[src/design/primReplayMacros.svh]
`ifndef PRIM_REPLAY_MACROS_SVH
`define PRIM_REPLAY_MACROS_SVH

// ========================================
// Lane buffer geometry
// ========================================
`define NUM_LANES        5
`define PRIM_WIDTH       64
`define LANE_DEPTH       16
`define FILL_WIDTH       5     // Holds 0 up to LANE_DEPTH

// Below this fill a lane asks the host for more words
`define REFILL_THRESHOLD 8

// ========================================
// Reset sequence and burst markers
// ========================================
// Scaled down from 200000 and 65000000 board cycles
`define RST_HOLD_CYCLES  200
`define RST_CLEAR_END    650   // Total count with hold included

`define MARKER_CYCLES    4

`endif

[src/design/ctrlTypesPkg.sv]
package ctrlTypesPkg;

   // Reset sequencer phases
   typedef enum logic [1:0] {
      Idle  = 2'd0,
      Hold  = 2'd1,
      Clear = 2'd2,   // Lane buffers held empty
      Armed = 2'd3
   } rstPhase_t;

   // Marker code packed as {ECRST, BCRST}
   typedef enum logic [1:0] {
      None = 2'b00,
      Eob  = 2'b10,   // End of burst
      Sob  = 2'b11    // Start of burst
   } burstMark_t;

endpackage

[src/design/burstMarkerGen.sv]
`timescale 1ns/1ps
`include "primReplayMacros.svh"

module burstMarkerGen (
   input  logic OSC_50_BANK6,
   input  logic rstN,
   input  logic burst,
   output logic ECRST,
   output logic BCRST,
   output logic syncOut
);
   import ctrlTypesPkg::*;

   localparam int CntW = $clog2(`MARKER_CYCLES + 1);

   logic            burstQ;
   logic            burstPrev;
   logic [CntW-1:0] markCnt;     // Cycles left after this one
   burstMark_t      mark;

   always_ff @(posedge OSC_50_BANK6 or negedge rstN) begin
      if (!rstN) begin
         burstQ    <= 1'b0;
         burstPrev <= 1'b0;
         markCnt   <= '0;
         mark      <= None;
      end else begin
         burstQ    <= burst;
         burstPrev <= burstQ;
         if (burstQ != burstPrev) begin   // Edge restarts the pulse
            mark    <= burstQ ? Sob : Eob;
            markCnt <= CntW'(`MARKER_CYCLES - 1);
         end else if (markCnt != '0) begin
            markCnt <= markCnt - 1'b1;
         end else begin
            mark <= None;
         end
      end
   end

   assign {ECRST, BCRST} = mark;
   assign syncOut        = burstQ;   // Sync line to the second board

endmodule

[config.mk]
export PLATFORM = sky130hd
export DESIGN_NAME = burstMarkerGen
export DESIGN_NICKNAME = d
export VERILOG_FILES = /design/src/design/ctrlTypesPkg.sv /design/src/design/burstMarkerGen.sv
export VERILOG_INCLUDE_DIRS = /design/src /design/src/design
export SDC_FILE = /design/constraint.sdc
export NUM_CORES = 1
export LEC_CHECK = 0
export ABC_AREA = 1
export CAP_MARGIN = 20
export CELL_PAD_IN_SITES_DETAIL_PLACEMENT = 0
export CELL_PAD_IN_SITES_GLOBAL_PLACEMENT = 1
export CORE_AREA = 2 2 39 41
export CTS_CLUSTER_SIZE = 24
export DETAILED_ROUTE_END_ITERATION = 12
export DIE_AREA = 0 0 41 43
export DONT_BUFFER_PORTS = 1
export PLACE_DENSITY = 0.44
export SETUP_SLACK_MARGIN = 0.05
export SYNTH_ARGS = -nofsm -noshare
export SYNTH_HDL_FRONTEND = slang
export SYNTH_SLANG_ARGS = --single-unit
[constraint.sdc]
create_clock -name OSC_50_BANK6 -period 1.32 [get_ports OSC_50_BANK6]
set_input_delay 0.264 -clock OSC_50_BANK6 [delete_from_list [all_inputs] [get_ports OSC_50_BANK6]]
set_output_delay 0.264 -clock OSC_50_BANK6 [all_outputs]
set_load 0.05 [all_outputs]
-- After elaboration in Yosys (flattened, before gate mapping)
Cells that the tools add are included.
- input port bits: 3
- word-level logic and storage cells: 14
- flip-flop bits (word level): 7
- output and inout bits: 3
- add/subtract/negate cells: 1
- reductions and logical operators: 2
- multiplexer cells: 5
- equal/unequal tests: 2
- operator list (kind ; number):
    $mux W3 ; 2
    $mux W2 ; 2
    $reduce_bool A3 Y1 ; 1
    $sub A3 B1 Y3 const B ; 1
    $ne A2 B2 Y1 const B ; 1
    $reduce_bool A2 Y1 ; 1
    $mux W1 ; 1
    $ne A1 B1 Y1 ; 1

-- Depth between registers and ports, before layout
Gate-level depths: netlist (run 1).
- word-level depth: 3
- depth in mapped cells: 6

-- Worst setup path before layout (run 1)
OpenSTA, ideal clock, no wires.
- path kind: register to register
- from: register burstQ, in the netlist syncOut
- to: register markCnt[0]
- arrival: 1215 ps
- stages on the path, launching flop included: 5
- period minus slack after synthesis: 1331 ps
- required time: 1204 ps
- setup slack: -11 ps
- setup time: 116 ps
- cell sequence: dfrtp_1 ha_1 nand3_1 nand2_1 nand2_1
- cells in the longest elaborated chain, start to end: 2
- elaborated cells between the ends (all ways): 3
- classes of those cells: eq/ne: 1; mux: 1; reduce/logical: 1
- RTL lines (item ; line ; source):
    start, declared ; burstMarkerGen.sv:16 ; logic burstQ;
    start signal, assigned ; burstMarkerGen.sv:28 ; burstQ <= burst;
    $ne A1 B1 Y1 * ; burstMarkerGen.sv:30 ; if (burstQ != burstPrev) begin
    $mux W3 or $reduce_bool A2 Y1 (tied branches) ; n/a ;
    end signal, assigned ; burstMarkerGen.sv:32 ; markCnt <= CntW'(`MARKER_CYCLES - 1);
    end signal, assigned ; burstMarkerGen.sv:34 ; markCnt <= markCnt - 1'b1;
    end, declared ; burstMarkerGen.sv:18 ; logic [CntW-1:0] markCnt;
Every way passes the cells marked *; elsewhere a longest branch is shown, timed or not.
A chain may end at the register's enable or synchronous reset.

-- Final worst setup path (run 1)
- from: register mark[0]
- to: output BCRST
- RTL lines (item ; line ; source):
    start, declared ; burstMarkerGen.sv:19 ; burstMark_t mark;
    start signal, assigned ; burstMarkerGen.sv:26 ; mark <= None;
    start signal, assigned ; burstMarkerGen.sv:31 ; mark <= burstQ ? Sob : Eob;
    start signal, assigned ; burstMarkerGen.sv:36 ; mark <= None;
    end, declared ; burstMarkerGen.sv:9 ; output logic BCRST,
No word-level cell between the ends.

==> results.toml, run 1 <==
[power]
vdd_drop_max_mv = 0.528
power_density_nw_per_um2 = 1950
p_comb_frac = 0.282
internal-power_mw = 0.464
swShare = 0.383
power_leakage_nw = 0.197
clockPowerShare = 0.244
finalPower_mw = 0.752
seqPwrFrac = 0.474
switchingPower_mw = 0.288

[place]
detailedPlacementHpwl_um = 435
place_congestion = 0.627
io_buffer_count = 0

[clock_network]
cts.path.max_buffers = 2
cts_tree = "done"
clkTransAtPathRegs_ps = 50
htreeDepth = 1
insertion_delay_ps = 240
root_buffer = "clkbuf_4"
cts_setup_buffers = 0
cts_buffers = 3
clock_sinks = 7

[flow_run]
cap_violations = 0

[global_route]
grt_pass1_wl_um = 897
grt.overflow.total = 0
grt_max_degree = 8
grt_antenna_before_repair = 0
first_global_vias = 209
track_usage = 0.0763

[timing]
fmax_ghz = 0.870
max-slew-margin-rel = 0.677
tns_ps = 0
finClkSkew_ps = 5.79
finalHoldViolCount = 0
fin_hold_ws_ps = 45.6
post-route-period-util = 0.871
worst_slew_pin_slew_ps = 485
rsz0062_at_grt = "false"
setup_viol = 0
report.final.slew_viol_count = 0
final.min_clock_period_ps = 1150

[drt]
first_iter_violations = 2
finalWirelength_um = 510
dr.pass1.iters = 2
wl_per_cell_um = 9.62
route.detailed.drc = 0
antenna_left = 0
vias = 213
vias_per_cell = 4.02

[critical_path]
r2r-start = "syncOut"
crit_start = "mark[0]"
arrival_ps = 890
crit_type = "reg2out"
required_ps = 1060
timing.critical_path.from_type = "flip-flop"
critPathMaxFanout = 2
end_kind = "output pin"

[floorplan]
std_cell_rows = 14
core-area_um2 = 1380
die_area_um2 = 1760
chipWidth_um = 41
initial_core_util = 0.223
die_h_um = 43
num_io_pins = 6

[layout]
syn2layout_area_growth_pct = 25.1
diodes = 0
fin_nets = 44
layout-drive-gt1-share = 0.270
final.fill_count = 149

[yosys]
syn_inst = 31
synth-seq-cells = 7
ys_warn_count = 0
synth_cell_type_count = 10
syn_nets = 37
syn_area_um2 = 309
syn-mean-instance-area_um2 = 9.97
yosysSeqAreaShare = 0.567

[run_status]
status = "finished, final reports clean"

[min_path]
hp-start = "burst"
hp-class = "in2reg"
synth_stat cells:
cell,instances,share of area
xnor2_1,1,0.028
inv_2,1,0.012
nand4_1,1,0.020
nand3_1,2,0.032
dfrtp_1,7,0.57
inv_1,3,0.036
nor2_2,1,0.020
nand2_1,10,0.12
ha_1,3,0.12
nand2_2,2,0.040
through the flow:
stage               instance area (um2)  worst slack (ps)  cells  utilization
finish                              387               171     53        0.279
global route                        387               136     53        0.279
CTS                                 387               162     53        0.279
detailed placement                  349               248     48        0.252
global placement                    349               272     48        0.252
floorplan                           322              55.8     31            -
path summary, 6_finish.rpt:
kind	end	slack, ps	cells after the start
worst max-delay path	BCRST	170	0
worst min-delay path	syncOut	50	0
worst max register to register	markCnt[1]	250	4
worst min register to register	markCnt[0]	480	2
max in group asynchronous	mark[1]	740	1
min in group asynchronous	mark[0]	340	1
cells by family after synthesis:
logic type                 after synthesis  share of synthesized area
DFF                                      7                      0.567
adders and majority gates                3                      0.121
and+or+nand+nor                         16                      0.235
buffers and inverters                    4                     0.0486
xor gates and xnor gates                 1                     0.0283
registers in the layout (all words and copies together) (netlist names):
name	flops
mark	2
syncOut	1
markCnt	3
burstPrev	1
timing repair:
action / CTS / global route
endpoints found under the hold margin: 7 / 0
gates resized for setup: 0 / 0
hold buffers: 1 / 0
power groups by stage:
stage	logic, mW	clock network (mW)	registers (mW)
global placement	0.207	0	0.361
floorplan	0.167	0	0.359
detailed placement	0.210	0	0.360
global route	0.252	0.208	0.365
CTS	0.217	0.190	0.357
finish	0.212	0.183	0.357
layout by cell type, fill, tap and decap left out:
cell,n
nand4_1,1
ha_1,2
clkinv_2,1
nor2_2,1
nand2_2,2
ha_4,1
dlygate4sd3_1,1
inv_2,1
inv_1,3
xnor2_1,1
nand3_1,2
dfrtp_1,7
nand2_1,10
buf_4,1
clkbuf_4,3
area by class of cell:
| class | count | area, um2 | share of cell area |
|---|---|---|---|
| Multi-Input combinational cell | 20 | 131 | 0.340 |
| Tap cell | 16 | 20.0 | 0.0518 |
| Clock buffer | 3 | 22.5 | 0.0583 |
| Inverter | 4 | 15.0 | 0.0388 |
| Timing Repair Buffer | 2 | 17.5 | 0.0453 |
| Sequential cell | 7 | 175 | 0.453 |
| Clock inverter | 1 | 5.00 | 0.0129 |
layer usage:
layer,track usage,wire (um),vias up
li1,-,-,111
met1,0.0973,215,97
met2,0.116,267,5
met3,0.0157,26,0
met4,0.0400,0,0
met5,0,0,-
(Power assumes the default switching activity.)
==> run 2: changes to the inputs <==
- ABC_AREA: 1 -> not set
- PLACE_DENSITY: 0.44 -> 0.43
==> run 2 against run 1 <==
Compared with the run above: clock skew shrank 4.6 ps; design area up 6.5%; utilization rose by 1.8 points; combinational power rose by 17%; power increased by 2.5%; highest routed layer unchanged; largest power group unchanged; global-route usage is 1.5 points higher; hold slack worse by 9.2 ps.
==> results.toml, run 2 <==
[clock_network]
insertion_delay_ps = 250
clkTransAtPathRegs_ps = 50
clock_sinks = 7
cts.path.max_buffers = 2
cts_tree = "done"
cts_buffers = 3
htreeDepth = 1
root_buffer = "clkbuf_4"

[critical_path]
crit_path_top_delay_cell = "dfrtp_1"
crit_family = "flip-flops"
arrival_ps = 1330
max_stage_delay_ps = 390
worstPathCellList = "inv_2 > ha_4 > nand2b_4 > nand2_2 > mux2_4"
path_buf_inv = 1
critPathMaxFanout = 5
end_kind = "flip-flop"
required_ps = 1460
crit_type = "reg2reg"
timing.critical_path.from_type = "flip-flop"

[yosys]
yosys_most_used_dff = "dfrtp_1"
syn_inst = 26
synth_xor_area_frac = 0.0279
synthTopCellsByCount = "dfrtp_1 (7), ha_1 (3), inv_1 (3), nand2_1 (3), nor2_1 (2)"
synth_cell_type_count = 13
synthDominantCellAreaShare = 0.558
synth_compound_area_frac = 0.0159
yosysTopAreaCell = "dfrtp_1"
yosysSeqAreaShare = 0.558
muxShareOfSynthArea = 0.0797
async_reset_ff_frac = 1.00
yosys.area_share.simple = 0.163
ys_warn_count = 0
syn_nets = 32
synthMostInstantiatedCell = "dfrtp_1"
synth-seq-cells = 7
synthAdderAreaFrac = 0.120
synth_top_family_by_area = "simple AND/OR/NAND/NOR gates"
synth_edf_count = 0
syn_area_um2 = 314
synthTopCellsByArea = "dfrtp_1 (56%), ha_1 (12%), mux2_4 (4.8%)"
syn-mean-instance-area_um2 = 12.1

[layout]
layout-drive-gt1-share = 0.394
fin_nets = 40
syn2layout_area_growth_pct = 31.1
diodes = 0
largest_reg_flops = 3
layout_commonest_cell = "dfrtp_1"
regMostFlops = "markCnt"
final.fill_count = 147
final_cell_mix = "dfrtp_1 (6), nand2_1 (3), clkbuf_4 (3)"
reg_top3 = "markCnt: 3 flops, mark: 2 flops"

[floorplan]
core-area_um2 = 1380
chipWidth_um = 41
die_area_um2 = 1760
initial_core_util = 0.227
num_io_pins = 6
die_h_um = 43
std_cell_rows = 14

[global_route]
track_usage = 0.0910
grt_pass1_wl_um = 966
grt.overflow.total = 0
grt_antenna_before_repair = 0
grt_max_degree = 8
first_global_vias = 244

[drt]
route.detailed.drc = 0
vias = 194
vias_per_cell = 3.96
wl_per_cell_um = 11.7
first_iter_violations = 3
finalWirelength_um = 575
antenna_left = 0
dr.pass1.iters = 2

[timing]
rsz0062_at_grt = "false"
post-route-period-util = 0.908
final.min_clock_period_ps = 1200
fmax_ghz = 0.834
tns_ps = 0
worst_slew_pin_slew_ps = 463
finClkSkew_ps = 1.14
setup_viol = 0
final.setup.worst_slack_ps = 121
finalHoldViolCount = 0
report.final.slew_viol_count = 0
max-slew-margin-rel = 0.691

[place]
pre_cts_slack_ps = 59.3
place_congestion = 0.653
detailedPlacementHpwl_um = 428
io_buffer_count = 0

[run_status]
status = "finished, final reports clean"

[power]
power_density_nw_per_um2 = 1870
power_leakage_nw = 0.187
vdd_drop_max_mv = 0.638

[flow_run]
cap_violations = 0

[min_path]
hp-class = "in2reg"
-- run 2: kinds of logic after synthesis --
| family | Yosys count |
|---|---|
| adder cells (fa/ha/maj) | 3 |
| flip-flops | 7 |
| AND/OR/NAND/NOR | 9 |
| AO/OA/AOI/OAI | 1 |
| XOR/XNOR | 1 |
| multiplexers | 2 |
| buffers and inverters | 3 |
-- run 2: worst paths after layout --
kind	start	end	slack (ps)	cells past startpoint
worst max-delay path	markCnt[0]	mark[0]	120	5
worst min-delay path	burst	syncOut	40	0
worst max register to register	markCnt[0]	mark[0]	120	5
worst min register to register	mark[0]	mark[0]	530	1
max in group asynchronous	rstN	syncOut	710	1
min in group asynchronous	rstN	burstPrev	340	1
-- run 2: worst reg2reg max path, cell delays in order (launching register included) --
cell and delay [ps]:
dfrtp_1 390, inv_2 90, ha_4 150, nand2b_4 80, nand2_2 80, mux2_4 290
-- run 2: what timing repair did --
item                                    in CTS  in global routing
buffers inserted                             0                  0
hold endpoints to repair                     7                  0
resized for setup                            1                  3
endpoints found under the setup margin       1                  1
hold buffers                                 1                  0
-- run 2: metal layers --
layer / track usage / vias to the layer above / wire, um
met1: 0.0888 / 95 / 210
met4: 0.0800 / 0 / 0
met2: 0.141 / 5 / 337
met3: 0.0314 / 0 / 27
li1: - / 94 / -
met5: 0 / - / 0
-- run 2: layout make-up --
cell class | instances | area (um2) | share of cell area
Tap cell | 16 | 20.0 | 0.0486
Multi-Input combinational cell | 16 | 153 | 0.371
Inverter | 3 | 11.3 | 0.0274
Sequential cell | 7 | 176 | 0.429
Timing Repair Buffer | 3 | 25.0 | 0.0608
Clock buffer | 4 | 26.3 | 0.0638
-- run 2: through the flow --
| step | power [mW] | area (um2) | std cells | utilization | hold WS, ps |
|---|---|---|---|---|---|
| after floorplan | 0.498 | 328 | 26 | - | -31.6 |
| after global placement | 0.538 | 363 | 44 | 0.262 | -31.4 |
| after detailed placement | 0.545 | 363 | 44 | 0.262 | -31.4 |
| after CTS | 0.766 | 402 | 49 | 0.290 | 25.8 |
| after global routing | 0.833 | 412 | 49 | 0.297 | 18.6 |
| final | 0.771 | 412 | 49 | 0.297 | 36.4 |
-- run 2: power by group --
| group | internal, mW | total [mW] | switching (mW) |
|---|---|---|---|
| combinational | 0.117 | 0.249 | 0.132 |
| sequential | 0.265 | 0.325 | 0.0606 |
| clock | 0.116 | 0.197 | 0.0814 |
| total | 0.497 | 0.771 | 0.274 |
