### src/design/primReplayMacros.svh
`ifndef PRIM_REPLAY_MACROS_SVH
`define PRIM_REPLAY_MACROS_SVH

// ========================================
// Lane buffer geometry
// ========================================
`define NUM_LANES        5
`define PRIM_WIDTH       64
`define LANE_DEPTH       16
`define FILL_WIDTH       5     // Holds 0 up to LANE_DEPTH

// Below this fill a lane asks the host for more words
`define REFILL_THRESHOLD 8

// ========================================
// Reset sequence and burst markers
// ========================================
// Scaled down from 200000 and 65000000 board cycles
`define RST_HOLD_CYCLES  200
`define RST_CLEAR_END    650   // Total count with hold included

`define MARKER_CYCLES    4

`endif

### src/design/primTypesPkg.sv
`include "primReplayMacros.svh"

package primTypesPkg;

   // One primitive word as loaded by the host
   typedef logic [`PRIM_WIDTH-1:0] primWord_t;

   // Lane number wide enough for all five ports
   typedef logic [2:0] laneIdx_t;

   typedef logic [`FILL_WIDTH-1:0] fillLevel_t;  // Words held in one lane

   typedef logic [`NUM_LANES-1:0] laneMask_t;    // One bit per lane

endpackage

### src/design/laneBankIf.sv
`timescale 1ns/1ps
`include "primReplayMacros.svh"


// Read side towards the drain arbiter
interface laneDrainIf;
   import primTypesPkg::*;

   laneMask_t rdEn;                  // At most one bit set
   primWord_t rdData [`NUM_LANES];   // Head word in the cycle after rdEn
   laneMask_t empty;

   modport bank  (input rdEn, output rdData, empty);
   modport drain (output rdEn, input rdData, empty);

endinterface

### src/design/laneDrainArbiter.sv
`timescale 1ns/1ps
`include "primReplayMacros.svh"

module laneDrainArbiter (
   input  logic                    OSC_50_BANK6,
   input  logic                    rstN,
   input  logic                    txReady,
   output logic                    txValid,
   output primTypesPkg::primWord_t txData,
   output primTypesPkg::laneIdx_t  txLane,
   laneDrainIf.drain               drain
);
   import primTypesPkg::*;

   laneMask_t rdEnReg;
   laneIdx_t  lastLane;   // Lane of the most recent read
   laneIdx_t  nextLane;
   logic      found;
   logic      capture;    // Head word valid on rdData
   logic      inFlight;

   // Round robin picks the first non-empty lane after the last one served
   always_comb begin
      int cand;
      found    = 1'b0;
      nextLane = lastLane;
      for (int k = 1; k <= `NUM_LANES; k++) begin
         cand = int'(lastLane) + k;
         if (cand >= `NUM_LANES) begin
            cand = cand - `NUM_LANES;
         end
         if (!found && !drain.empty[cand]) begin
            found    = 1'b1;
            nextLane = laneIdx_t'(cand);
         end
      end
   end

   assign inFlight = (|rdEnReg) || capture || txValid;   // One word at a time

   always_ff @(posedge OSC_50_BANK6 or negedge rstN) begin
      if (!rstN) begin
         rdEnReg  <= '0;
         lastLane <= laneIdx_t'(`NUM_LANES - 1);   // Lane 0 comes first
         capture  <= 1'b0;
         txValid  <= 1'b0;
      end else begin
         rdEnReg <= '0;
         capture <= |rdEnReg;
         if (!inFlight && txReady && found) begin
            rdEnReg  <= laneMask_t'(1) << nextLane;
            lastLane <= nextLane;
         end
         if (capture) begin
            txValid <= 1'b1;
         end else if (txReady) begin
            txValid <= 1'b0;   // Consumer took the word
         end
      end
   end

   always_ff @(posedge OSC_50_BANK6) begin
      if (capture) begin
         txData <= drain.rdData[lastLane];
         txLane <= lastLane;
      end
   end

   assign drain.rdEn = rdEnReg;

endmodule

### src/flat_wrapper.sv
// flat-port wrapper written by rule: the top's interface ports become plain ports
module laneDrainArbiter_flat import primTypesPkg::*;
  (OSC_50_BANK6, rstN, txReady, txValid, txData, txLane, drain_rdEn, drain_rdData, drain_empty);
  laneDrainIf drain_i ();
  input  logic OSC_50_BANK6;
  input  logic rstN;
  input  logic txReady;
  output logic txValid;
  output primTypesPkg::primWord_t txData;
  output primTypesPkg::laneIdx_t txLane;
  output wire logic [$bits(drain_i.rdEn)-1:0] drain_rdEn;
  input wire logic [$bits(drain_i.rdData)-1:0] drain_rdData;
  input wire logic [$bits(drain_i.empty)-1:0] drain_empty;
  assign drain_rdEn = drain_i.rdEn;
  assign drain_i.rdData = {>>{drain_rdData}};
  assign drain_i.empty = drain_empty;
  laneDrainArbiter u_core (.OSC_50_BANK6(OSC_50_BANK6), .rstN(rstN), .txReady(txReady), .txValid(txValid), .txData(txData), .txLane(txLane), .drain(drain_i));
endmodule
### config.mk
export PLATFORM = sky130hd
export DESIGN_NAME = laneDrainArbiter_flat
export DESIGN_NICKNAME = d
export VERILOG_FILES = /design/src/design/primTypesPkg.sv /design/src/design/laneBankIf.sv /design/src/design/laneDrainArbiter.sv /design/src/flat_wrapper.sv
export VERILOG_INCLUDE_DIRS = /design/src /design/src/design
export SDC_FILE = /design/constraint.sdc
export NUM_CORES = 1
export LEC_CHECK = 0
export BUFFER_PORTS_ARGS = -buffer_cell sky130_fd_sc_hd__buf_4
export CORE_AREA = 2 2 157 159
export CTS_CLUSTER_DIAMETER = 100
export DETAILED_ROUTE_END_ITERATION = 7
export DIE_AREA = 0 0 159 161
export SLEW_MARGIN = 0
export SYNTH_ARGS = -nofsm -noshare
export SYNTH_HDL_FRONTEND = slang
export SYNTH_SLANG_ARGS = --single-unit
### constraint.sdc
create_clock -name OSC_50_BANK6 -period 6.05 [get_ports OSC_50_BANK6]
set_input_delay 0.9075 -clock OSC_50_BANK6 [delete_from_list [all_inputs] [get_ports OSC_50_BANK6]]
set_output_delay 0.9075 -clock OSC_50_BANK6 [all_outputs]
set_load 0.01 [all_outputs]
[Word-level counts from Yosys, hierarchy flattened]
Cells that the tools add are included.
Word-level totals
  bits of input ports: 328
  word-level logic and storage cells: 83
  register bits: 77
Operators by class
  shift operators: 1
  reduce and logical (&&, ||, !) cells: 18
  bitwise operators: 1
  $add $sub $neg: 10
  $lt $le $gt $ge: 11
  multiplexer cells: 36
Operators by type and width (count)
  64-bit binary-select mux with 3-bit select: 1
  32-bit by 4-bit >= comparator with 1-bit output (second input constant): 5
  32-bit by 5-bit less-than comparator with 1-bit output (second input constant): 5
  32-bit 2-to-1 mux: 5
  32-bit by 4-bit subtractor with 32-bit output (second input constant): 5
  64-bit 2-to-1 mux: 2
  1-bit 2-to-1 mux: 17
  1-bit binary-select mux with 3-bit select: 5
  3-bit 2-to-1 mux: 5
  3-bit by 2-bit adder with 4-bit output (second input constant): 2
  3-bit by 3-bit adder with 4-bit output (second input constant): 2
  1-bit zero test: 8
  1-bit logical AND: 6
  5-bit 2-to-1 mux: 1
  5-bit OR reduction: 1
  1-bit by 3-bit << shifter with 5-bit output (first input constant): 1
  3-bit by 1-bit adder with 4-bit output (second input constant): 1
  4-bit >= comparator (second input constant): 1
  3-bit inverter with 4-bit output: 1
  1-bit logical OR: 2
  2-bit nonzero test: 1

[Longest topological paths before layout]
Gate-level depths: netlist of the first run.
  depth after elaboration: 20
  mapped depth: 13
  mapped depth without buffers: 12

[Least setup slack after synthesis of the first run]
OpenSTA, ideal clock, no wires.
  path kind: flip-flop to flip-flop
  from: register u_core.lastLane[2]
  to: register u_core.rdEnReg[4], in the netlist u_core.drain.rdEn[4]
  stages on the path, launching flop included: 14
  buffers on the path: 3
  setup time: 94 ps
  slack: 2492 ps
  data arrival time: 3464 ps
  cells stage by stage: dfstp_2 > buf_6 > clkinv_1 > clkbuf_1 > ha_1 > buf_6 > or2_1 > o21ai_4 > mux2i_1 > o32a_1 > or3_4 > or2_4 > o221ai_4 > nor4b_4
On the way
  longest elaborated chain between the ends: 20
Ends and longest elaborated chain
  start: declaration: line laneDrainArbiter.sv:16  | laneIdx_t lastLane;
  start signal: assignment: line laneDrainArbiter.sv:44  | lastLane <= laneIdx_t'(`NUM_LANES - 1);
  start signal: assignment: line laneDrainArbiter.sv:52  | lastLane <= nextLane;
  3-bit by 2-bit adder with 4-bit output: line laneDrainArbiter.sv:28  | cand = int'(lastLane) + k;
  32-bit by 4-bit subtractor with 32-bit output (no line) or 32-bit by 4-bit >= comparator with 1-bit output (tied branches)
  32-bit 2-to-1 mux: line laneDrainArbiter.sv:29  | if (cand >= `NUM_LANES) begin
  1-bit binary-select mux with 3-bit select: line laneDrainArbiter.sv:32  | if (!found && !drain.empty[cand]) begin
  1-bit 2-to-1 mux (not written as such) (2 in series): line laneDrainArbiter.sv:32
  1-bit zero test: line laneDrainArbiter.sv:32
  1-bit logical AND: line laneDrainArbiter.sv:32
  1-bit 2-to-1 mux: line laneDrainArbiter.sv:32
  [3 not listed]
  1-bit zero test: line laneDrainArbiter.sv:32
  1-bit logical AND: line laneDrainArbiter.sv:32
  1-bit 2-to-1 mux: line laneDrainArbiter.sv:32
  1-bit zero test: line laneDrainArbiter.sv:32
  1-bit logical AND: line laneDrainArbiter.sv:32
  3-bit 2-to-1 mux or 1-bit 2-to-1 mux (tied branches): line laneDrainArbiter.sv:32
  1-bit by 3-bit << shifter with 5-bit output or 1-bit logical AND (tied branches): line laneDrainArbiter.sv:51, laneDrainArbiter.sv:50
  5-bit 2-to-1 mux *: line laneDrainArbiter.sv:50  | if (!inFlight && txReady && found) begin
  end signal: assignment: line laneDrainArbiter.sv:51  | rdEnReg <= laneMask_t'(1) << nextLane;
  end: declaration: line laneDrainArbiter.sv:15  | laneMask_t rdEnReg;
Mark *: on every way between the ends. The rest lies on a longest branch, timed or not. The select of a mux whose other input is x is not followed.
A chain may end at the register's enable or synchronous reset.

[Worst setup path in the final report of the first run]
Ends and elaborated chain as after synthesis.

==> impl_metrics.py, run 1 <==
metrics = {
    "outcome": {
        "status": "completed",
    },
    "sta": {
        "maxSlewViolCount": 0,
        "post-route-min-period_ns": 4.02,
        "setup_violations": 0,
        "worst_slew_pin_slew_ns": 1.00,
        "rsz0062_at_grt": "no",
        "period_share_pct": 66.4,
        "setup_ws_ns": 2.03,
        "relSlewSlack_pct": 33.2,
        "hold_violations": 0,
        "tns_ns": 0,
        "max_clock_freq_mhz": 249,
        "fin_worst_skew_ns": 0.0141,
    },
    "power": {
        "irDropWorstVdd_mv": 0.227,
        "power.total_uw": 4560,
        "power_density_nw_per_um2": 483,
        "leakage_uw": 0.00408,
    },
    "grt": {
        "grt_max_degree": 70,
        "grt_pass1_vias": 5937,
        "grt_first_pass_wirelength_um": 37200,
        "grt-ovfl-total": 0,
        "grt_usage_pct": 19.2,
        "antenna_found_initial": 2,
    },
    "floorplanning": {
        "coreArea_um2": 24000,
        "chipHeight_um": 161,
        "std_cell_rows": 57,
        "ios": 401,
        "die_w_um": 159,
        "die_area_um2": 25600,
        "start_util_pct": 24.4,
    },
    "clock_network": {
        "insertion_delay_ns": 0.35,
        "clk_pin_slew_ns": 0.06,
        "cts_sinks": 77,
        "cts_root_buf": "clkbuf_16",
        "cts_hold_buf": 0,
        "cts_buffer_depth": 2,
        "numCtsBuffers": 9,
        "htreeDepth": 3,
        "cts-resized-gates": 0,
        "cts_tree": "built",
        "post_cts_buffers": 0,
    },
    "detailed_routing": {
        "firstDrtPassIters": 4,
        "remaining_drc_errors": 0,
        "detail-route-antenna-nets": 0,
        "routedWlPerCell_um": 22.1,
        "post_drt_via_cell_ratio": 4.99,
        "wl_um": 25200,
        "num_vias": 5679,
        "drt-initial-drc-count": 366,
    },
    "placement": {
        "io_buffers": 400,
        "dp_hpwl_um": 19600,
        "placed_cells": 1121,
        "place_area_um2": 9140,
        "place_congestion": 0.884,
        "dp_slack_ns": 2.03,
    },
    "worst_setup_path": {
        "end_kind": "flop",
        "cp_data_required_time_ns": 6.30,
        "cp_cell_sequence": "inv_2 > ha_1 > or2_1 > o21ai_4 > mux2i_1 > o32a_1 > or3_4 > or2_4 > o221ai_4 > nor4b_4",
        "path_class": "reg -> reg",
        "cp-start-kind": "flop",
        "crit_fanout": 34,
        "cpPeakStageDelay_ns": 0.82,
        "slowest_stage": "dfstp_2",
        "worstPathArrival_ns": 4.27,
        "r2r_cells": 10,
    },
    "synthesis": {
        "synth_cell_type_count": 70,
        "yosys_warnings": 0,
        "syn-num-nets": 771,
        "syn_area_per_cell_um2": 13.6,
        "async_flop_share_pct": 13.0,
        "ys_seq_elements": 77,
        "synth_ff_type": "edfxtp_1",
        "synth_area_um2": 5860,
        "synthCells": 432,
        "synth_edf_count": 67,
        "synth_seq_area_share_pct": 38.6,
    },
    "layout": {
        "fill_cells": 2387,
        "instances_no_fill": 1138,
        "final_nets": 1147,
        "drive_above_1_share_pct": 63.3,
        "fin_area_um2": 9440,
        "area_growth_pct": 61.2,
    },
    "worst_hold_path": {
        "hp-class": "in -> async",
    },
    "flow_run": {
        "drv_cap": 0,
    },
}
state kept, by name (all words and copies together) (netlist names):
signal,cells
u_core.drain.rdEn,5
u_core.capture,1
u_core.txData,64
u_core.txLane,3
u_core.lastLane,3
u_core.txValid,1
routing by layer:
layer	up-vias	routed length [um]	global-route usage, %
li1	2584	-	-
met3	38	1970	5.68
met1	2818	9480	22.4
met5	-	13	0
met4	2	769	7.89
met2	237	13000	33.3
critical path: cells and delay by family (launching register included):
kind | cells | cell delay, ns
buffers and inverters | 1 | 0.41
AO/OA/AOI/OAI | 3 | 0.78
adder cells (fa/ha/maj) | 1 | 0.55
flip-flops | 1 | 0.82
multiplexers | 1 | 0.09
AND/OR/NAND/NOR | 4 | 1.27
cell usage after synthesis (2+ instances only):
cell type  instances  area share [%]
edfxtp_1          67              34
a22o_1            65             9.7
mux4_2            64              25
clkbuf_1          25             1.6
nor2_1            15            0.96
a21oi_1           11            0.94
buf_2             11            0.94
nand2_1           11            0.70
ha_1              10             2.1
dfrtp_1            9             3.8
inv_1              9            0.58
nand2b_1           9            0.96
nor3_1             9            0.77
mux2i_1            8             1.4
o21ai_0            6            0.51
a21o_1             5            0.64
mux2_2             5            0.96
a211oi_1           4            0.51
a221oi_1           4            0.60
and2_1             4            0.43
nand3_1            4            0.34
o211ai_1           4            0.51
a32oi_1            3            0.45
and3b_1            3            0.45
nor2b_1            3            0.32
nor3b_1            3            0.38
o22ai_1            3            0.32
or2_2              3            0.32
a21boi_0           2            0.26
a2bb2oi_1          2            0.30
a31o_2             2            0.30
and3_1             2            0.21
buf_1              2            0.13
buf_6              2            0.38
nor3b_2            2            0.43
nor4_1             2            0.21
o221ai_1           2            0.30
o2bb2ai_1          2            0.30
o31a_1             2            0.30
o31ai_1            2            0.26
xnor2_1            2            0.30
path summary, 6_finish.rpt:
| check | slack [ns] | from | to |
|---|---|---|---|
| worst max-delay path | 2.03 | u_core.lastLane[2] | u_core.drain.rdEn[4] |
| worst min-delay path | 0.38 | rstN | u_core.txValid |
| worst max register to register | 2.03 | u_core.lastLane[2] | u_core.drain.rdEn[4] |
| worst min register to register | 0.51 | u_core.txValid | u_core.txValid |
| max in group asynchronous | 5.45 | rstN | u_core.lastLane[2] |
| min in group OSC_50_BANK6 | 0.51 | u_core.txValid | u_core.txValid |
report_power, final:
group	leakage [uW]	internal [uW]	switching, uW	total, uW
Sequential	0.000756	843	125	968
Combinational	0.00318	1470	1570	3040
Clock	0.000144	321	236	558
Total	0.00408	2630	1930	4560
logic make-up after synthesis:
logic type	share of synthesized area, %
DFF	38.6
muxes	27.2
and+or+nand+nor	8.10
adders and majority gates	2.48
xor gates and xnor gates	0.726
buffers and inverters	3.85
AOI/OAI and AO/OA	19.0
metrics by stage:
step           hold slack (ns)  utilization, %
2_1_floorplan            0.538               -
3_3_place_gp             0.491            38.2
3_5_place_dp             0.501            38.2
4_1_cts                  0.370            39.4
5_1_grt                  0.377            39.4
6_report                 0.383            39.4
layout make-up:
type,count,area (um^2),area share [%]
diodes,1,2.50,0.0265
clock buffers,9,225,2.39
clock inverters,7,72.6,0.769
inverters,11,41.3,0.437
multi-input cells,303,3370,35.7
flip-flops and latches,77,2270,24.1
well taps,324,405,4.29
repair buffers,406,3050,32.3
cell usage in the layout, fill, tap and decap left out, drive strengths merged, types with 5 or more instances in the layout:
cell    count
nor3b       5
dfrtp       9
mux2        5
a21o        5
inv        13
or2         5
nand2b      9
edfxtp     67
ha         10
nor2       15
a21oi      11
buf       406
nand2      11
clkbuf      9
nor3        9
a22o       65
mux4       64
mux2i       9
o21ai       7
Note: power is estimated with default switching activity, not from simulation.
==> run 2, diff against run 1 <==
--- a/config.mk
+++ b/config.mk
@@ -7,10 +7,10 @@
 export NUM_CORES = 1
 export LEC_CHECK = 0
 export BUFFER_PORTS_ARGS = -buffer_cell sky130_fd_sc_hd__buf_4
-export CORE_AREA = 2 2 157 159
+export CORE_AREA = 2 2 154 156
 export CTS_CLUSTER_DIAMETER = 100
 export DETAILED_ROUTE_END_ITERATION = 7
-export DIE_AREA = 0 0 159 161
+export DIE_AREA = 0 0 156 158
 export SLEW_MARGIN = 0
 export SYNTH_ARGS = -nofsm -noshare
 export SYNTH_HDL_FRONTEND = slang
==> constraint.sdc (replaced) <==
create_clock -name OSC_50_BANK6 -period 3.3 [get_ports OSC_50_BANK6]
set_input_delay 0.495 -clock OSC_50_BANK6 [delete_from_list [all_inputs] [get_ports OSC_50_BANK6]]
set_output_delay 0.495 -clock OSC_50_BANK6 [all_outputs]
set_load 0.01 [all_outputs]
==> impl_metrics.py, run 2 (synthesized netlist as in run 1, its figures left out) <==
metrics = {
    "detailed_routing": {
        "wl_um": 25700,
        "top_layer": "met5",
        "drt-initial-drc-count": 312,
        "wl_met3_um": 1900,
        "num_vias": 5819,
        "routedWlPerCell_um": 22.7,
        "route.met2.wl_um": 13100,
        "detail-route-antenna-nets": 0,
        "wl_met1_um": 10300,
        "remaining_drc_errors": 0,
        "post_drt_via_cell_ratio": 5.13,
        "firstDrtPassIters": 4,
    },
    "floorplanning": {
        "std_cell_rows": 56,
        "die_area_um2": 24600,
        "die_w_um": 156,
        "coreArea_um2": 23100,
        "ios": 401,
        "chipHeight_um": 158,
        "start_util_pct": 25.4,
    },
    "power": {
        "p_clk_share_pct": 11.8,
        "netSwitchingFraction_pct": 41.7,
        "p_int_uw": 5290,
        "leakage_uw": 0.00423,
        "p_comb_share_pct": 69.9,
        "p_switching_uw": 3780,
        "power_density_nw_per_um2": 933,
        "power.total_uw": 9070,
        "p_seq_share_pct": 18.3,
        "irDropWorstVdd_mv": 0.487,
    },
    "placement": {
        "io_buffers": 400,
        "dp_hpwl_um": 20100,
        "place_congestion": 0.883,
        "place_area_um2": 9320,
        "dp_slack_ns": 0.0575,
    },
    "clock_network": {
        "cts_sinks": 77,
        "clk_pin_slew_ns": 0.07,
        "cts_root_buf": "clkbuf_16",
        "numCtsBuffers": 9,
        "htreeDepth": 3,
        "cts_buffer_depth": 2,
        "cts_tree": "built",
        "insertion_delay_ns": 0.35,
    },
    "worst_setup_path": {
        "crit_fanout": 6,
        "worstPathArrival_ns": 3.46,
        "cpPeakStageDelay_ns": 0.65,
        "crit_start": "u_core.lastLane[2]",
        "regToRegStartpoint": "u_core.lastLane[2]",
        "crit_buf_inv": 2,
        "path_class": "reg -> reg",
        "slowest_stage": "dfstp_2",
        "cp-start-kind": "flop",
        "cp_top_family": "compound AO/OA/AOI/OAI gates",
        "cp_data_required_time_ns": 3.56,
        "end_kind": "flop",
        "cp_cell_sequence": "ha_1 > nand2b_1 > a221oi_2 > o221ai_2 > and2_1 > buf_4 > nand2b_1 > a21o_1 > a211o_1 > buf_4 > nor3b_2",
    },
    "layout": {
        "largest_register": "u_core.txData",
        "layout_commonest_cell": "buf_4",
        "layout_common_cells": "buf_4 (434), edfxtp_1 (67), a22o_1 (65), mux4_2 (64), nor2_1 (15)",
        "area_growth_pct": 66.0,
        "final_nets": 1177,
        "largest_reg_flops": 64,
        "fill_cells": 2224,
        "drive_above_1_share_pct": 66.3,
        "fin_area_um2": 9720,
    },
    "sta": {
        "setup_ws_ns": 0.105,
        "fin_worst_skew_ns": 0.0127,
        "max_clock_freq_mhz": 313,
        "relSlewSlack_pct": 31.8,
        "setup_violations": 0,
        "maxSlewViolCount": 0,
        "period_share_pct": 96.8,
        "worst_slew_pin_slew_ns": 1.02,
        "post-route-min-period_ns": 3.20,
        "hold_violations": 0,
    },
    "grt": {
        "grt-ovfl-total": 0,
        "grt_first_pass_wirelength_um": 36000,
        "grt_usage_pct": 19.7,
        "grt_max_degree": 70,
        "antenna_found_initial": 2,
        "grt_pass1_vias": 5712,
    },
    "flow_run": {
        "drv_cap": 0,
    },
    "worst_hold_path": {
        "hp-class": "in -> reg",
        "min-delay-start": "drain_rdData[10]",
    },
    "outcome": {
        "status": "completed",
    },
}
==> run 2: final timing paths <==
path	cells past startpoint	end	slack, ns
worst min register to register	1	u_core.txValid	0.51
worst max register to register	11	u_core.drain.rdEn[3]	0.10
worst min-delay path	2	u_core.txData[10]	0.44
worst max-delay path	11	u_core.drain.rdEn[3]	0.10
max in group asynchronous	2	u_core.lastLane[2]	2.54
min in group asynchronous	2	u_core.drain.rdEn[2]	0.53
==> run 2: timing repair <==
action	CTS	global route
gates resized for setup	0	12
endpoints found under the hold margin	9	0
hold buffers	1	0
endpoints found under the setup margin	0	8
buffers inserted	0	3
==> run 2: layout make-up <==
type	count	area, um^2	share of cell area [%]
Timing Repair Buffer	436	3280	33.7
Clock inverter	7	86.3	0.888
Clock buffer	9	225	2.32
Sequential cell	77	2270	23.4
Antenna cell	1	2.50	0.0257
Tap cell	290	363	3.73
Multi-Input combinational cell	303	3440	35.4
Inverter	11	51.3	0.528
==> run 2: power groups by stage <==
stage	logic, uW	clock network [uW]	registers, uW
finish	6340	1070	1660
global route	6830	1140	1690
CTS	6180	1120	1660
detailed placement	6140	0	1680
global placement	6130	0	1680
floorplan	4010	0	1850
==> run 2: per-layer routing <==
layer,up-vias,GRT usage (%)
li1,2636,-
met1,2928,24.8
met2,227,33.9
met3,26,5.06
met4,2,4.81
met5,-,0
==> run 2: stage by stage <==
stage          utilization, %  TNS, ns  hold WS, ns  cells
6_report                 42.2        0        0.437   1134
5_1_grt                  42.2   -0.115        0.428   1134
4_1_cts                  41.8        0        0.416   1130
3_5_place_dp             40.4        0        0.333   1113
3_3_place_gp             40.4        0        0.331   1113
2_1_floorplan               -        0        0.199    432
