[config.mk]
export PLATFORM = sky130hd
export DESIGN_NAME = resetSequencer
export DESIGN_NICKNAME = d
export VERILOG_FILES = /design/src/design/ctrlTypesPkg.sv /design/src/design/resetSequencer.sv
export VERILOG_INCLUDE_DIRS = /design/src /design/src/design
export SDC_FILE = /design/constraint.sdc
export NUM_CORES = 1
export LEC_CHECK = 0
export BUFFER_PORTS_ARGS = -buffer_cell sky130_fd_sc_hd__buf_2
export CORE_ASPECT_RATIO = 1.4
export CORE_MARGIN = 2
export CORE_UTILIZATION = 45
export DETAILED_ROUTE_END_ITERATION = 8
export PLACE_DENSITY = 0.67
export SYNTH_ARGS = -nofsm -noshare
export SYNTH_HDL_FRONTEND = slang
export SYNTH_SLANG_ARGS = --single-unit
[constraint.sdc]
create_clock -name OSC_50_BANK6 -period 3.8 [get_ports OSC_50_BANK6]
set_input_delay 0.19 -clock OSC_50_BANK6 [delete_from_list [all_inputs] [get_ports OSC_50_BANK6]]
set_output_delay 0.19 -clock OSC_50_BANK6 [all_outputs]
set_load 0.02 [all_outputs]
[src/design/primReplayMacros.svh]
`ifndef PRIM_REPLAY_MACROS_SVH
`define PRIM_REPLAY_MACROS_SVH

// ========================================
// Lane buffer geometry
// ========================================
`define NUM_LANES        5
`define PRIM_WIDTH       64
`define LANE_DEPTH       16
`define FILL_WIDTH       5     // Holds 0 up to LANE_DEPTH

// Below this fill a lane asks the host for more words
`define REFILL_THRESHOLD 8

// ========================================
// Reset sequence and burst markers
// ========================================
// Scaled down from 200000 and 65000000 board cycles
`define RST_HOLD_CYCLES  200
`define RST_CLEAR_END    650   // Total count with hold included

`define MARKER_CYCLES    4

`endif

[src/design/ctrlTypesPkg.sv]
package ctrlTypesPkg;

   // Reset sequencer phases
   typedef enum logic [1:0] {
      Idle  = 2'd0,
      Hold  = 2'd1,
      Clear = 2'd2,   // Lane buffers held empty
      Armed = 2'd3
   } rstPhase_t;

   // Marker code packed as {ECRST, BCRST}
   typedef enum logic [1:0] {
      None = 2'b00,
      Eob  = 2'b10,   // End of burst
      Sob  = 2'b11    // Start of burst
   } burstMark_t;

endpackage

[src/design/resetSequencer.sv]
`timescale 1ns/1ps
`include "primReplayMacros.svh"

module resetSequencer (
   input  logic OSC_50_BANK6,
   input  logic rstN,
   input  logic rearmCmd,
   output logic clearActive,
   output logic sysReady
);
   import ctrlTypesPkg::*;

   localparam int CntW = $clog2(`RST_CLEAR_END + 1);

   rstPhase_t       phase;
   logic [CntW-1:0] cycleCnt;   // Runs on through Hold and Clear

   always_ff @(posedge OSC_50_BANK6 or negedge rstN) begin
      if (!rstN) begin
         phase    <= Idle;
         cycleCnt <= '0;
      end else begin
         case (phase)
            Idle: begin
               cycleCnt <= '0;
               phase    <= Hold;
            end
            Hold: begin
               if (cycleCnt < CntW'(`RST_HOLD_CYCLES)) begin
                  cycleCnt <= cycleCnt + 1'b1;
               end else begin
                  phase <= Clear;
               end
            end
            Clear: begin
               if (cycleCnt < CntW'(`RST_CLEAR_END)) begin
                  cycleCnt <= cycleCnt + 1'b1;
               end else begin
                  phase <= Armed;
               end
            end
            default: begin   // Armed until a re-arm
               if (rearmCmd) begin
                  phase <= Idle;
               end
            end
         endcase
      end
   end

   assign clearActive = (phase == Clear);
   assign sysReady    = (phase == Armed);

endmodule

# Yosys cells after proc, flatten, opt, wreduce, memory -nomap -nowiden

Index checks and enable logic that the tools add are counted.
W data, S select, Z words.

Bits in registers: 12
Word-level logic and storage cells: 24

Add/subtract/negate cells: 1
Order comparisons: 2
Equal/unequal tests: 7
Muxes and demuxes: 7
Reductions and logical operators: 5

Operators by type and width:

| cell                    | count |
|---|---|
| $pmux W10 S3            | 1 |
| $mux W10                | 2 |
| $add A10 B1 Y10 const B | 1 |
| $lt A10 B10 Y1 const B  | 1 |
| $lt A10 B8 Y1 const B   | 1 |
| $mux W2                 | 3 |
| $ne A2 B2 Y1 const B    | 3 |
| $pmux W2 S3             | 1 |
| $reduce_and A3 Y1       | 2 |
| $eq A2 B2 Y1 const B    | 2 |
| $reduce_bool A4 Y1      | 1 |
| $reduce_bool A3 Y1      | 1 |
| $eq A2 B1 Y1 const B    | 1 |
| $logic_not A2 Y1        | 1 |
| $ne A2 B1 Y1 const B    | 1 |

# Longest topological paths before layout

Gate-level depths: netlist of the first run.

Depth after elaboration: 3
Gate-level depth with buffers: 7
Mapped depth without buffers: 6

# Worst setup path before layout of the first run

Ideal clock, no wire load.

Path type: register to register
From: register phase[0]
To: register phase[1]
Library setup time: 79 ps
Arrival time: 1693 ps
Setup slack: 2028 ps
Cell stages (with the launch flop): 7
Clock period less this slack: 1772 ps
Cell sequence: dfrtp_1 -> inv_1 -> ha_1 -> or4_1 -> o41a_2 -> o21ai_1 -> mux2i_1

Longest elaborated chain between the ends: 3
Elaborated cells on any way between the ends: 8
Classes of those cells: 4 x eq/ne; 1 x mux; 3 x reduce/logical

RTL lines:

| element                                                      | line                 | source |
|---|---|---|
| start, declared                                              | resetSequencer.sv:15 | `rstPhase_t phase;` |
| start signal, assigned                                       | resetSequencer.sv:20 | `phase <= Idle;` |
| start signal, assigned                                       | resetSequencer.sv:26 | `phase <= Hold;` |
| start signal, assigned                                       | resetSequencer.sv:32 | `phase <= Clear;` |
| $eq A2 B2 Y1 *                                               | n/a                  |  |
| named net clearActive                                        | resetSequencer.sv:8  | `output logic clearActive,` |
| $ne A2 B2 Y1 (no line) or $reduce_bool A4 Y1 (tied branches) | n/a                  |  |
| $reduce_and A3 Y1 (no line)                                  | n/a                  |  |

Mark *: on every way through the listed nets, which the timed path passes. The rest lies on a longest branch.
A chain may end at the register's enable or synchronous reset.

# Worst setup path after layout of the first run

From: register cycleCnt[3]
To: register cycleCnt[4]

Longest elaborated chain between the ends: 3
Elaborated cells on any way between the ends: 9
Classes of those cells: 1 x add/sub; 2 x order compare; 2 x eq/ne; 3 x mux; 1 x reduce/logical

RTL lines:

| element                                           | line                                       | source |
|---|---|---|
| start, declared                                   | resetSequencer.sv:16                       | `logic [CntW-1:0] cycleCnt;` |
| start signal, assigned                            | resetSequencer.sv:30                       | `cycleCnt <= cycleCnt + 1'b1;` |
| start signal, assigned                            | resetSequencer.sv:37                       | `cycleCnt <= cycleCnt + 1'b1;` |
| $add A10 B1 Y10 (tied with other cells)           | resetSequencer.sv:30, resetSequencer.sv:37 |  |
| $mux W10 (tied with other cells)                  | resetSequencer.sv:36                       | `` if (cycleCnt < CntW'(`RST_CLEAR_END)) begin `` |
| $pmux W10 S3 or $reduce_and A3 Y1 (tied branches) | n/a                                        |  |

Parallel ways exist; a longest one is shown, timed or not. The select of a mux whose other input is x is not followed.

==> impl_results.md, run 1 <==
- Die area: approximately 0.0023 mm2
- Sequential area share after synthesis: 0.348
- DRC Markers: 0
- # IOs: 5
- Synthesized area: around 860 um2
- Worst-path clk slew: 80 ps
- Layout cells sized above 1: 0.135
- GP Congestion: between 0.8 and 0.9
- VDD IR max: 0.000132 V
- Diode count: 0
- Count leader, synth: dfrtp_1
- Synth cell types: 35
- Achievable Freq: between 500 and 600 MHz
- Via density per instance: approximately 6.6
- Post-Synthesis Cells: 91
- Clock Latency Late Sink: ~290 ps
- Max-capacitance violation count: 0
- Cts repair resizes: 0
- Clock Skews: between 10 and 15 ps
- Die width: about 41 um
- Slew Viols, Final: 0
- Post-synth top cells: 12 x dfrtp_1, 8 x nand3_1, 8 x o21ai_0
- Core Region: between 0.0015 and 0.002 mm2
- Static Leakage: around 0.00044 uW
- Setup Viol. Count Final: 0
- Status: finished clean
- CP max stage cell: dfrtp_1
- CTS max path bufs: 2
- Tmin final: 1860 ps
- EDFF count, synth: 0
- CTS tree: yes
- Max FO, Critical Path: 6
- CTS root buffer: clkbuf_4
- Synth Warn #: 0
- Total global routing overflow: 0
- Crit path kind: flop to flop
- Setup crit start kind: flop
- Starting DRT DRC Count: 25
- Hold_ws: approximately 300 ps
- Total negative setup slack: 0 ps
- Syn Nets: 100
- Final hold viol count: 0
- Final Cycle Share: 0.488
- Inserted Clock Buffers: 3
- Vias in the first global route: about 710
- Worst EP required: approximately 4000 ps
- Routed Antenna Nets: 0
- Worst EP arrival: a little over 2000 ps
- DRT Pass-1 Iters: 4
- DRT Wirelength: around 1900 um
- Setup repair bufs after CTS: 0
- Rel. slew slack: 0.597
- CP max stage delay: about 460 ps
- Die Height: 55.8 um
- Flop and latch count out of synthesis: 12
- Pin count of the biggest net entering global routing: 13
- Worst slew pin tran: roughly 600 ps
- Largest cells by area after synthesis: dfrtp_1 35%, ha_1 8.7%, nand3_1 4.6%
- Via count: roughly 770
- Area leader, netlist: dfrtp_1
- Power density cells: roughly 230 mW/mm2
- Asr flop ratio synth: 1.00
- Buf/Inv on CP: 0
- Worst Hold Class: primary input to asynchronous set/reset pin
- Delay-heaviest family, CP: compound AO/OA/AOI/OAI gates
- Routed WL per cell: 16.0 um
- Setup crit start: cycleCnt[3]
- Cts hold-fix bufs: 1
- RSZ-0062 raised after global routing: false
- Critical path, cell by cell: o311a_4, a211oi_4, nand2_1, o311ai_1
- Global-route wire length before repair: ~3100 um
- FF-to-FF Start: cycleCnt[3]
- Mapped Avg Cell Area: around 9.5 um2
- Layout area overhead: 6.53%
- Layout net count: about 110
- Row cnt: 18
- DP HPWL: between 1000 and 1500 um
- Clk sinks: 12
- Buffers on Ports: 4
- Initial antenna violation count: 0
- Top-area cell type share of the netlist area: 0.348
- Predominant post-synthesis flop cell: dfrtp_1
- Initial Utilization: 0.485
- Element type at the critical path end: flop
- H-Tree Depth: 1
- Total Routing Usage GR: 0.195
[report_power, final]
group | switching [uW] | internal [uW] | total (uW) | leakage (uW)
clock | 45.1 | 36.8 | 81.9 | 0.0000138
sequential | 0 | 128 | 128 | 0.000148
combinational | 2.67 | 1.40 | 4.07 | 0.000279
[cell type report]
class / instances / area [um2]
repair buffers: 5 / 30.0
inverters: 6 / 22.5
multi-input cells: 70 / 518
clock buffers: 3 / 22.5
well taps: 20 / 25.0
fillers: 173 / 861
flip-flops and latches: 12 / 300
[layer usage]
layer | share of wire | track usage | up-vias
met5 | 0 | 0 | -
met4 | 0.028 | 0.0905 | 0
met3 | 0.050 | 0.0720 | 8
met2 | 0.47 | 0.286 | 22
met1 | 0.45 | 0.242 | 370
li1 | - | - | 366
[logic make-up after synthesis]
group,share of synthesized area
flip-flops,0.348
multiplexers,0.0116
adder cells (fa/ha/maj),0.0871
buffers and inverters,0.0508
AO/OA/AOI/OAI,0.319
AND/OR/NAND/NOR,0.183
[registers in the layout, indices dropped and copies added, names as in the netlist]
register	cells
phase	2
cycleCnt	10
[path summary, 6_finish.rpt]
kind | end | slack, ps | cells past startpoint
max | cycleCnt[4] | 1940 | 4
min | cycleCnt[1] | 300 | 2
max reg2reg | cycleCnt[4] | 1940 | 4
min reg2reg | cycleCnt[0] | 550 | 1
max in group asynchronous | cycleCnt[2] | 3260 | 2
min in group OSC_50_BANK6 | phase[1] | 460 | 5
[placed cells by master, fill, tap and decap left out]
master,instances
a211oi_2,1
a41oi_1,2
o31a_1,1
o21a_1,1
a21oi_1,2
o21ai_0,8
o22ai_1,1
nand3_1,8
mux2i_1,1
nor2b_1,1
and4_1,1
or4_1,2
o2bb2ai_1,1
o311ai_1,2
nand2b_1,3
a211o_1,2
nor2_2,1
o21ai_1,5
dlygate4sd3_1,1
o311a_4,1
nand4_1,1
nand2_1,5
nor4_2,1
nor2_1,2
o41a_2,1
and2_1,1
a211oi_4,1
nor3_1,1
ha_1,6
and3_1,1
dfrtp_1,12
inv_1,6
o31ai_1,4
a32o_1,2
buf_2,4
clkbuf_4,3
[per-stage QoR]
step | util | instance area [um2] | setup slack (ps) | power, uW | instances
floorplan | - | 862 | 2030 | 130 | 91
global placement | 0.498 | 886 | 2010 | 134 | 112
detailed placement | 0.498 | 886 | 1950 | 134 | 112
CTS | 0.516 | 918 | 1940 | 212 | 116
global route | 0.516 | 918 | 1820 | 221 | 116
finish | 0.516 | 918 | 1940 | 214 | 116
Power figures use the tool's default switching activity.
==> inputs of run 2 (changes only) <==
ABC_AREA = 1   (was default)
PLACE_DENSITY = 0.69   (was 0.67)
clock period = 1.5 ns   (was 3.8 ns; I/O delays follow)
==> impl_results.md, run 2 <==
- CTS root buffer: clkbuf_4 (unchanged)
- Top-area cell type share of the netlist area: 0.320 (was 0.348)
- Cell Count, Final, Fillers Out: 179 (was 116)
- Synthesized area: 938 um2 (was 862 um2)
- Met2 routed WL: 1160 um (was 872 um)
- Worst EP required: 1670 ps (was 3980 ps)
- Mapped Avg Cell Area: 6.66 um2 (was 9.47 um2)
- Critical path, cell by cell: buf_4, ha_1, a21oi_4, nand2_2, nand2_1, nand2_1 (was o311a_4, a211oi_4, nand2_1, o311ai_1)
- Total global routing overflow: 0 (unchanged)
- DRT Pass-1 Iters: 4 (unchanged)
- Static Leakage: 0.000572 uW (was 0.000441 uW)
- Element type at the critical path end: flop (unchanged)
- Tmin final: 1410 ps (was 1860 ps)
- Most flop-heavy register: cycleCnt (unchanged)
- # IOs: 5 (unchanged)
- Clk sinks: 12 (unchanged)
- Routed Antenna Nets: 0 (unchanged)
- Largest cells by area after synthesis: dfrtp_1 32%, nand2_1 22%, nand3_1 9.1% (was dfrtp_1 35%, ha_1 8.7%, nand3_1 4.6%)
- Asr flop ratio synth: 1.00 (unchanged)
- Diode count: 0 (unchanged)
- Top Layer Used: met4 (unchanged)
- Synth Warn #: 0 (unchanged)
- Max-capacitance violation count: 0 (unchanged)
- Status: finished clean (unchanged)
- R2r setup slk: 90 ps (was 1940 ps)
- Worst EP arrival: 1590 ps (was 2030 ps)
- Total Routing Usage GR: 0.195 (about the same)
- Most common cell after layout, fill and taps aside: nand2_1 (was dfrtp_1)
- Area leader, netlist: dfrtp_1 (unchanged)
- Inserted Clock Buffers: 3 (unchanged)
- EDFF count, synth: 0 (unchanged)
- DP HPWL: 1580 um (was 1370 um)
- H-Tree Depth: 1 (unchanged)
- Util after Layout: 0.554 (was 0.516)
- Die Height: 58.0 um (was 55.8 um)
- FF-to-FF Start: phase[0] (was cycleCnt[3])
- Hold_ws: 195 ps (was 305 ps)
- Layout area overhead: 16.5% (was 6.53%)
- CTS max path bufs: 2 (unchanged)
- Final hold viol count: 0 (unchanged)
- Row cnt: 19 (was 18)
- CP max stage cell: dfrtp_1 (unchanged)
- Setup crit start kind: flop (unchanged)
- R2R depth: 6 (was 4)
- Post-layout instance area: 0.00109 mm2 (was 918 um2)
- Achievable Freq: 707 MHz (was 539 MHz)
- Initial antenna violation count: 0 (unchanged)
- Slew Viols, Final: 0 (unchanged)
- Sequential cell area: 303 um2 (was 300 um2)
- Starting DRT DRC Count: 4 (was 25)
- Largest register FFs: 10 (unchanged)
- Rel. slew slack: 0.809 (was 0.597)
- Commonest non-fill, non-tap cells in the layout: 54 x nand2_1, 17 x nand3_1, 16 x nor2_1, 11 x inv_1 (was 12 x dfrtp_1, 8 x nand3_1, 8 x o21ai_0, 6 x inv_1, 6 x ha_1)
- Flop and latch count out of synthesis: 12 (unchanged)
- Worst slew pin tran: 287 ps (was 603 ps)
- DP Cell Count: 171 (was 112)
- Setup Viol. Count Final: 0 (unchanged)
- Vias in the first global route: 846 (was 713)
- GP Congestion: 0.867 (was 0.864)
- Layout cells sized above 1: 0.196 (was 0.135)
- Setup crit start: phase[0] (was cycleCnt[3])
- Multi-input combinational cell area: 561 um2 (was 518 um2)
- Post-Synthesis Cells: 141 (was 91)
- Via density per instance: 4.93 (was 6.60)
- Worst-path clk slew: 80 ps (about the same)
- FF-to-FF End: cycleCnt[9] (was cycleCnt[4])
- Via count: 882 (was 766)
- CP max stage delay: 400 ps (was 460 ps)
- End point of the critical path: cycleCnt[9] (was cycleCnt[4])
- Max FO, Critical Path: 10 (was 6)
- Post-synth top cells: 54 x nand2_1, 18 x nor2_1, 17 x nand3_1 (was 12 x dfrtp_1, 8 x nand3_1, 8 x o21ai_0)
- Power density cells: 551 mW/mm2 (was 233 mW/mm2)
- Crit path kind: flop to flop (unchanged)
- Routed WL per cell: 12.0 um (was 16.0 um)
- Count leader, synth: nand2_1 (was dfrtp_1)
- Layout net count: 168 (was 107)
- Pin count of the biggest net entering global routing: 13 (unchanged)
- Die area: 0.00247 mm2 (was 0.00229 mm2)
- Clock Skews: 5.53 ps (was 14.1 ps)
- Syn Nets: 150 (was 100)
- Top flop regs: cycleCnt (10), phase (2) (unchanged)
- Core Region: 0.00197 mm2 (was 0.00178 mm2)
- Sequential area share after synthesis: 0.320 (was 0.348)
- Clock Latency Late Sink: 280 ps (was 290 ps)
- VDD IR max: 0.000571 V (was 0.000132 V)
- M1 wire length: 907 um (was 835 um)
- Buffers on Ports: 4 (unchanged)
- Critical path's most frequent cell: nand2_1
- Final Cycle Share: 0.942 (was 0.488)
- CTS tree: yes (unchanged)
- Die width: 42.6 um (was 41.0 um)
- Predominant post-synthesis flop cell: dfrtp_1 (unchanged)
- Worst Hold Class: primary input to asynchronous set/reset pin (unchanged)
- Global-route wire length before repair: 3590 um (was 3070 um)
- Fillers: 207 (was 173)
- Initial Utilization: 0.476 (was 0.485)
- DRC Markers: 0 (unchanged)
- Placed inst area: 0.00101 mm2 (was 886 um2)
- Met3 WL: 52 um (was 92 um)
- Synth cell types: 18 (was 35)
- DRT Wirelength: 2150 um (was 1850 um)
run 2: cell types whose count changed after synthesis, sizes merged, moves of 3 or more:
cell	delta
o31ai	-4
inv	+6
nor2	+16
nand3	+9
nand2b	-3
nand2	+53
o21ai	-11
run 2: worst min-delay path by stage:
stage | start | endpoint | cells past startpoint
final | rstN | cycleCnt[3] | 2
after global routing | rstN | cycleCnt[2] | 2
after CTS | rstN | cycleCnt[2] | 2
after detailed placement | rstN | cycleCnt[2] | 1
after global placement | rstN | cycleCnt[3] | 1
after floorplan | rstN | cycleCnt[0] | 0
run 2: report_power, final:
group	internal [uW]	switching (uW)	total [uW]
logic	3.87	7.44	11.3
clock network	148	121	268
registers	323	0	323
run 2: critical path, delay by kind of cell, from the launching register on:
kind / cells / cell delay, ps
DFF: 1 / 400
and+or+nand+nor: 3 / 320
AOI/OAI and AO/OA: 1 / 180
adders and majority gates: 1 / 250
buffers and inverters: 1 / 150
run 2: through the flow:
step | setup WS, ps | power [uW] | TNS, ps
after detailed placement | -19.2 | 339 | -19.2
after CTS | 35.1 | 618 | 0
final | 86.4 | 603 | 0
after floorplan | 42.6 | 330 | 0
after global routing | -49.8 | 631 | -49.8
after global placement | 46.0 | 339 | 0
run 2: logic make-up (layout without fill, tap and decap cells):
logic type / after synthesis / count (layout) / share of synthesized area
AO/OA/AOI/OAI: 5 / 5 / 0.0387
XOR/XNOR: 2 / 2 / 0.0187
adder cells (fa/ha/maj): 6 / 6 / 0.0800
buffers and inverters: 16 / 33 / 0.0880
flip-flops: 12 / 12 / 0.320
AND/OR/NAND/NOR: 100 / 100 / 0.455
run 2: area by class of cell:
type | instances | share of cell area
sequential | 12 | 0.277
inverter | 13 | 0.0469
tap | 21 | 0.0240
timing repair buffer | 16 | 0.106
multi-input combinational | 113 | 0.513
clock buffer | 4 | 0.0332
run 2: layer usage:
layer / global-route usage / up-vias
li1: - / 479
met1: 0.211 / 387
met2: 0.378 / 12
met3: 0.0187 / 4
met4: 0.0804 / 0
met5: 0 / -
run 2: repair_timing:
item | 4_1_cts | 5_1_grt
buffers inserted | 0 | 3
hold buffers | 1 | 0
resized for setup | 1 | 9
pin swaps | 0 | 1
setup endpoints to repair | 1 | 12
endpoints found under the hold margin | 12 | 0
==> inputs of run 3 (changes only) <==
CORE_ASPECT_RATIO = default   (was 1.4)
CORE_UTILIZATION = 53   (was 45)
PLACE_DENSITY = 0.82   (was 0.69)
RECOVER_POWER = 25   (was default)
==> impl_results.md, run 3 (same netlist as run 2, synthesis figures left out) <==
- Status: finished clean (unchanged)
- Buffers on Ports: 4 (unchanged)
- Worst EP required: 1420 ps (was 1670 ps)
- Max-capacitance violation count: 0 (unchanged)
- VDD IR max: 0.000465 V (was 0.000571 V)
- Die width: 46.1 um (was 42.6 um)
- Pin count of the biggest net entering global routing: 13 (unchanged)
- R2R depth: 7 (was 6)
- Clock Skews: 4.63 ps (was 5.53 ps)
- Initial antenna violation count: 0 (unchanged)
- Total global routing overflow: 0 (unchanged)
- Top flop regs: cycleCnt (10), phase (2) (unchanged)
- Rel. slew slack: 0.563 (was 0.809)
- Largest register FFs: 10 (unchanged)
- Clock Latency Late Sink: 270 ps (was 280 ps)
- Setup crit start kind: flop (unchanged)
- CTS tree: yes (unchanged)
- Initial Utilization: 0.556 (was 0.476)
- # IOs: 5 (unchanged)
- Max FO, Critical Path: 5 (was 10)
- Starting DRT DRC Count: 29 (was 4)
- Worst setup margin: 65.3 ps (was 86.4 ps)
- Vias in the first global route: 800 (was 846)
- Core Region: 0.00169 mm2 (was 0.00197 mm2)
- Met3 WL: 86 um (was 52 um)
- Element type at the critical path end: output pin (was flop)
- Util after Layout: 0.639 (was 0.554)
- Routed WL per cell: 11.3 um (was 12.0 um)
- Die area: 0.00212 mm2 (was 0.00247 mm2)
- DRT Pass-1 Iters: 4 (unchanged)
- Layout area overhead: 15.1% (was 16.5%)
- Worst EP arrival: 1360 ps (was 1590 ps)
- Top Layer Used: met4 (unchanged)
- Row cnt: 15 (was 19)
- CTS root buffer: clkbuf_4 (unchanged)
- Static Leakage: 0.000569 uW (was 0.000572 uW)
- Setup Viol. Count Final: 0 (unchanged)
- Global-route wire length before repair: 3310 um (was 3590 um)
- DRT Wirelength: 1980 um (was 2150 um)
- Commonest non-fill, non-tap cells in the layout: 54 x nand2_1, 17 x nor2_1, 17 x nand3_1, 12 x inv_1 (was 54 x nand2_1, 17 x nand3_1, 16 x nor2_1, 11 x inv_1)
- DRC Markers: 0 (unchanged)
- Diode count: 0 (unchanged)
- Inserted Clock Buffers: 3 (unchanged)
- Routed Antenna Nets: 0 (unchanged)
- Final Cycle Share: 0.956 (was 0.942)
- GP Congestion: 0.900 (was 0.867)
- Layout net count: 168 (unchanged)
- H-Tree Depth: 1 (unchanged)
- Power density cells: 542 mW/mm2 (was 551 mW/mm2)
- Post-layout instance area: 0.00108 mm2 (was 0.00109 mm2)
- Pre-CTS setup slack: -12.6 ps (was -19.2 ps)
- Clk sinks: 12 (unchanged)
- CTS max path bufs: 2 (unchanged)
- Most flop-heavy register: cycleCnt (unchanged)
- M1 wire length: 874 um (was 907 um)
- Via density per instance: 5.25 (was 4.93)
- Most common cell after layout, fill and taps aside: nand2_1 (unchanged)
- Tmin final: 1430 ps (was 1410 ps)
- R2r setup slk: 70 ps (was 90 ps)
- Worst-path clk slew: 70 ps (was 80 ps)
- RSZ-0062 raised after global routing: false
- Slew Viols, Final: 0 (unchanged)
- FF-to-FF End: cycleCnt[9] (unchanged)
- Via count: 918 (was 882)
- Worst Hold Class: primary input to asynchronous set/reset pin (unchanged)
- Layout cells sized above 1: 0.171 (was 0.196)
- Achievable Freq: 697 MHz (was 707 MHz)
- Final hold viol count: 0 (unchanged)
- Placed inst area: 0.00101 mm2 (about the same)
- Worst slew pin tran: 656 ps (was 287 ps)
- Met2 routed WL: 982 um (was 1160 um)
- Total Routing Usage GR: 0.227 (was 0.195)
- Die Height: 46.1 um (was 58.0 um)
- DP HPWL: 1550 um (was 1580 um)
- FF-to-FF Start: phase[1] (was phase[0])
- Total negative setup slack: 0 ps (unchanged)
- Crit path kind: flop to output pin (was flop to flop)
[run 3: power by group]
| part | switching, uW | total (uW) | internal [uW] |
|---|---|---|---|
| logic | 7.19 | 10.7 | 3.47 |
| clock network | 104 | 252 | 148 |
| registers | 0 | 323 | 323 |
[run 3: stage by stage]
| step | power, uW | instances | hold WS [ps] |
|---|---|---|---|
| CTS | 597 | 172 | 208 |
| floorplan | 330 | 141 | -221 |
| global route | 613 | 175 | 375 |
| detailed placement | 339 | 167 | -28.8 |
| finish | 586 | 175 | 335 |
| global placement | 339 | 167 | -32.4 |
[run 3: worst max-delay path by stage]
stage / from / endpoint / slack [ps]
after floorplan: phase[0] / phase[0] / 40
after global placement: phase[0] / cycleCnt[5] / 50
after detailed placement: phase[0] / cycleCnt[5] / -10
after CTS: cycleCnt[6] / cycleCnt[9] / 40
after global routing: phase[1] / cycleCnt[6] / 3
final: phase[1] / clearActive / 70
[run 3: per-layer routing]
metal	global-route usage	vias to the layer above
met5	0	-
met2	0.358	28
li1	-	478
met1	0.272	406
met3	0.0745	6
met4	0.120	0
[run 3: critical path, stage by stage (launching register included)]
cell     delay (ps)
dfrtp_1         430
buf_4           150
ha_1            200
buf_4           160
buf_2           150
[run 3: cell type report]
class / instances / area [um2]
Sequential cell: 12 / 302
Clock buffer: 4 / 36.3
Inverter: 13 / 51.3
Multi-Input combinational cell: 113 / 558
Fill cell: 157 / 609
Tap cell: 17 / 21.3
Timing Repair Buffer: 16 / 111
[run 3: what timing repair did]
| item | CTS | global route |
|---|---|---|
| setup buffers | 0 | 3 |
| setup endpoints to repair | 1 | 12 |
| hold buffers | 1 | 0 |
| resized for setup | 1 | 5 |
| endpoints found under the hold margin | 12 | 0 |
| cloned | 0 | 0 |
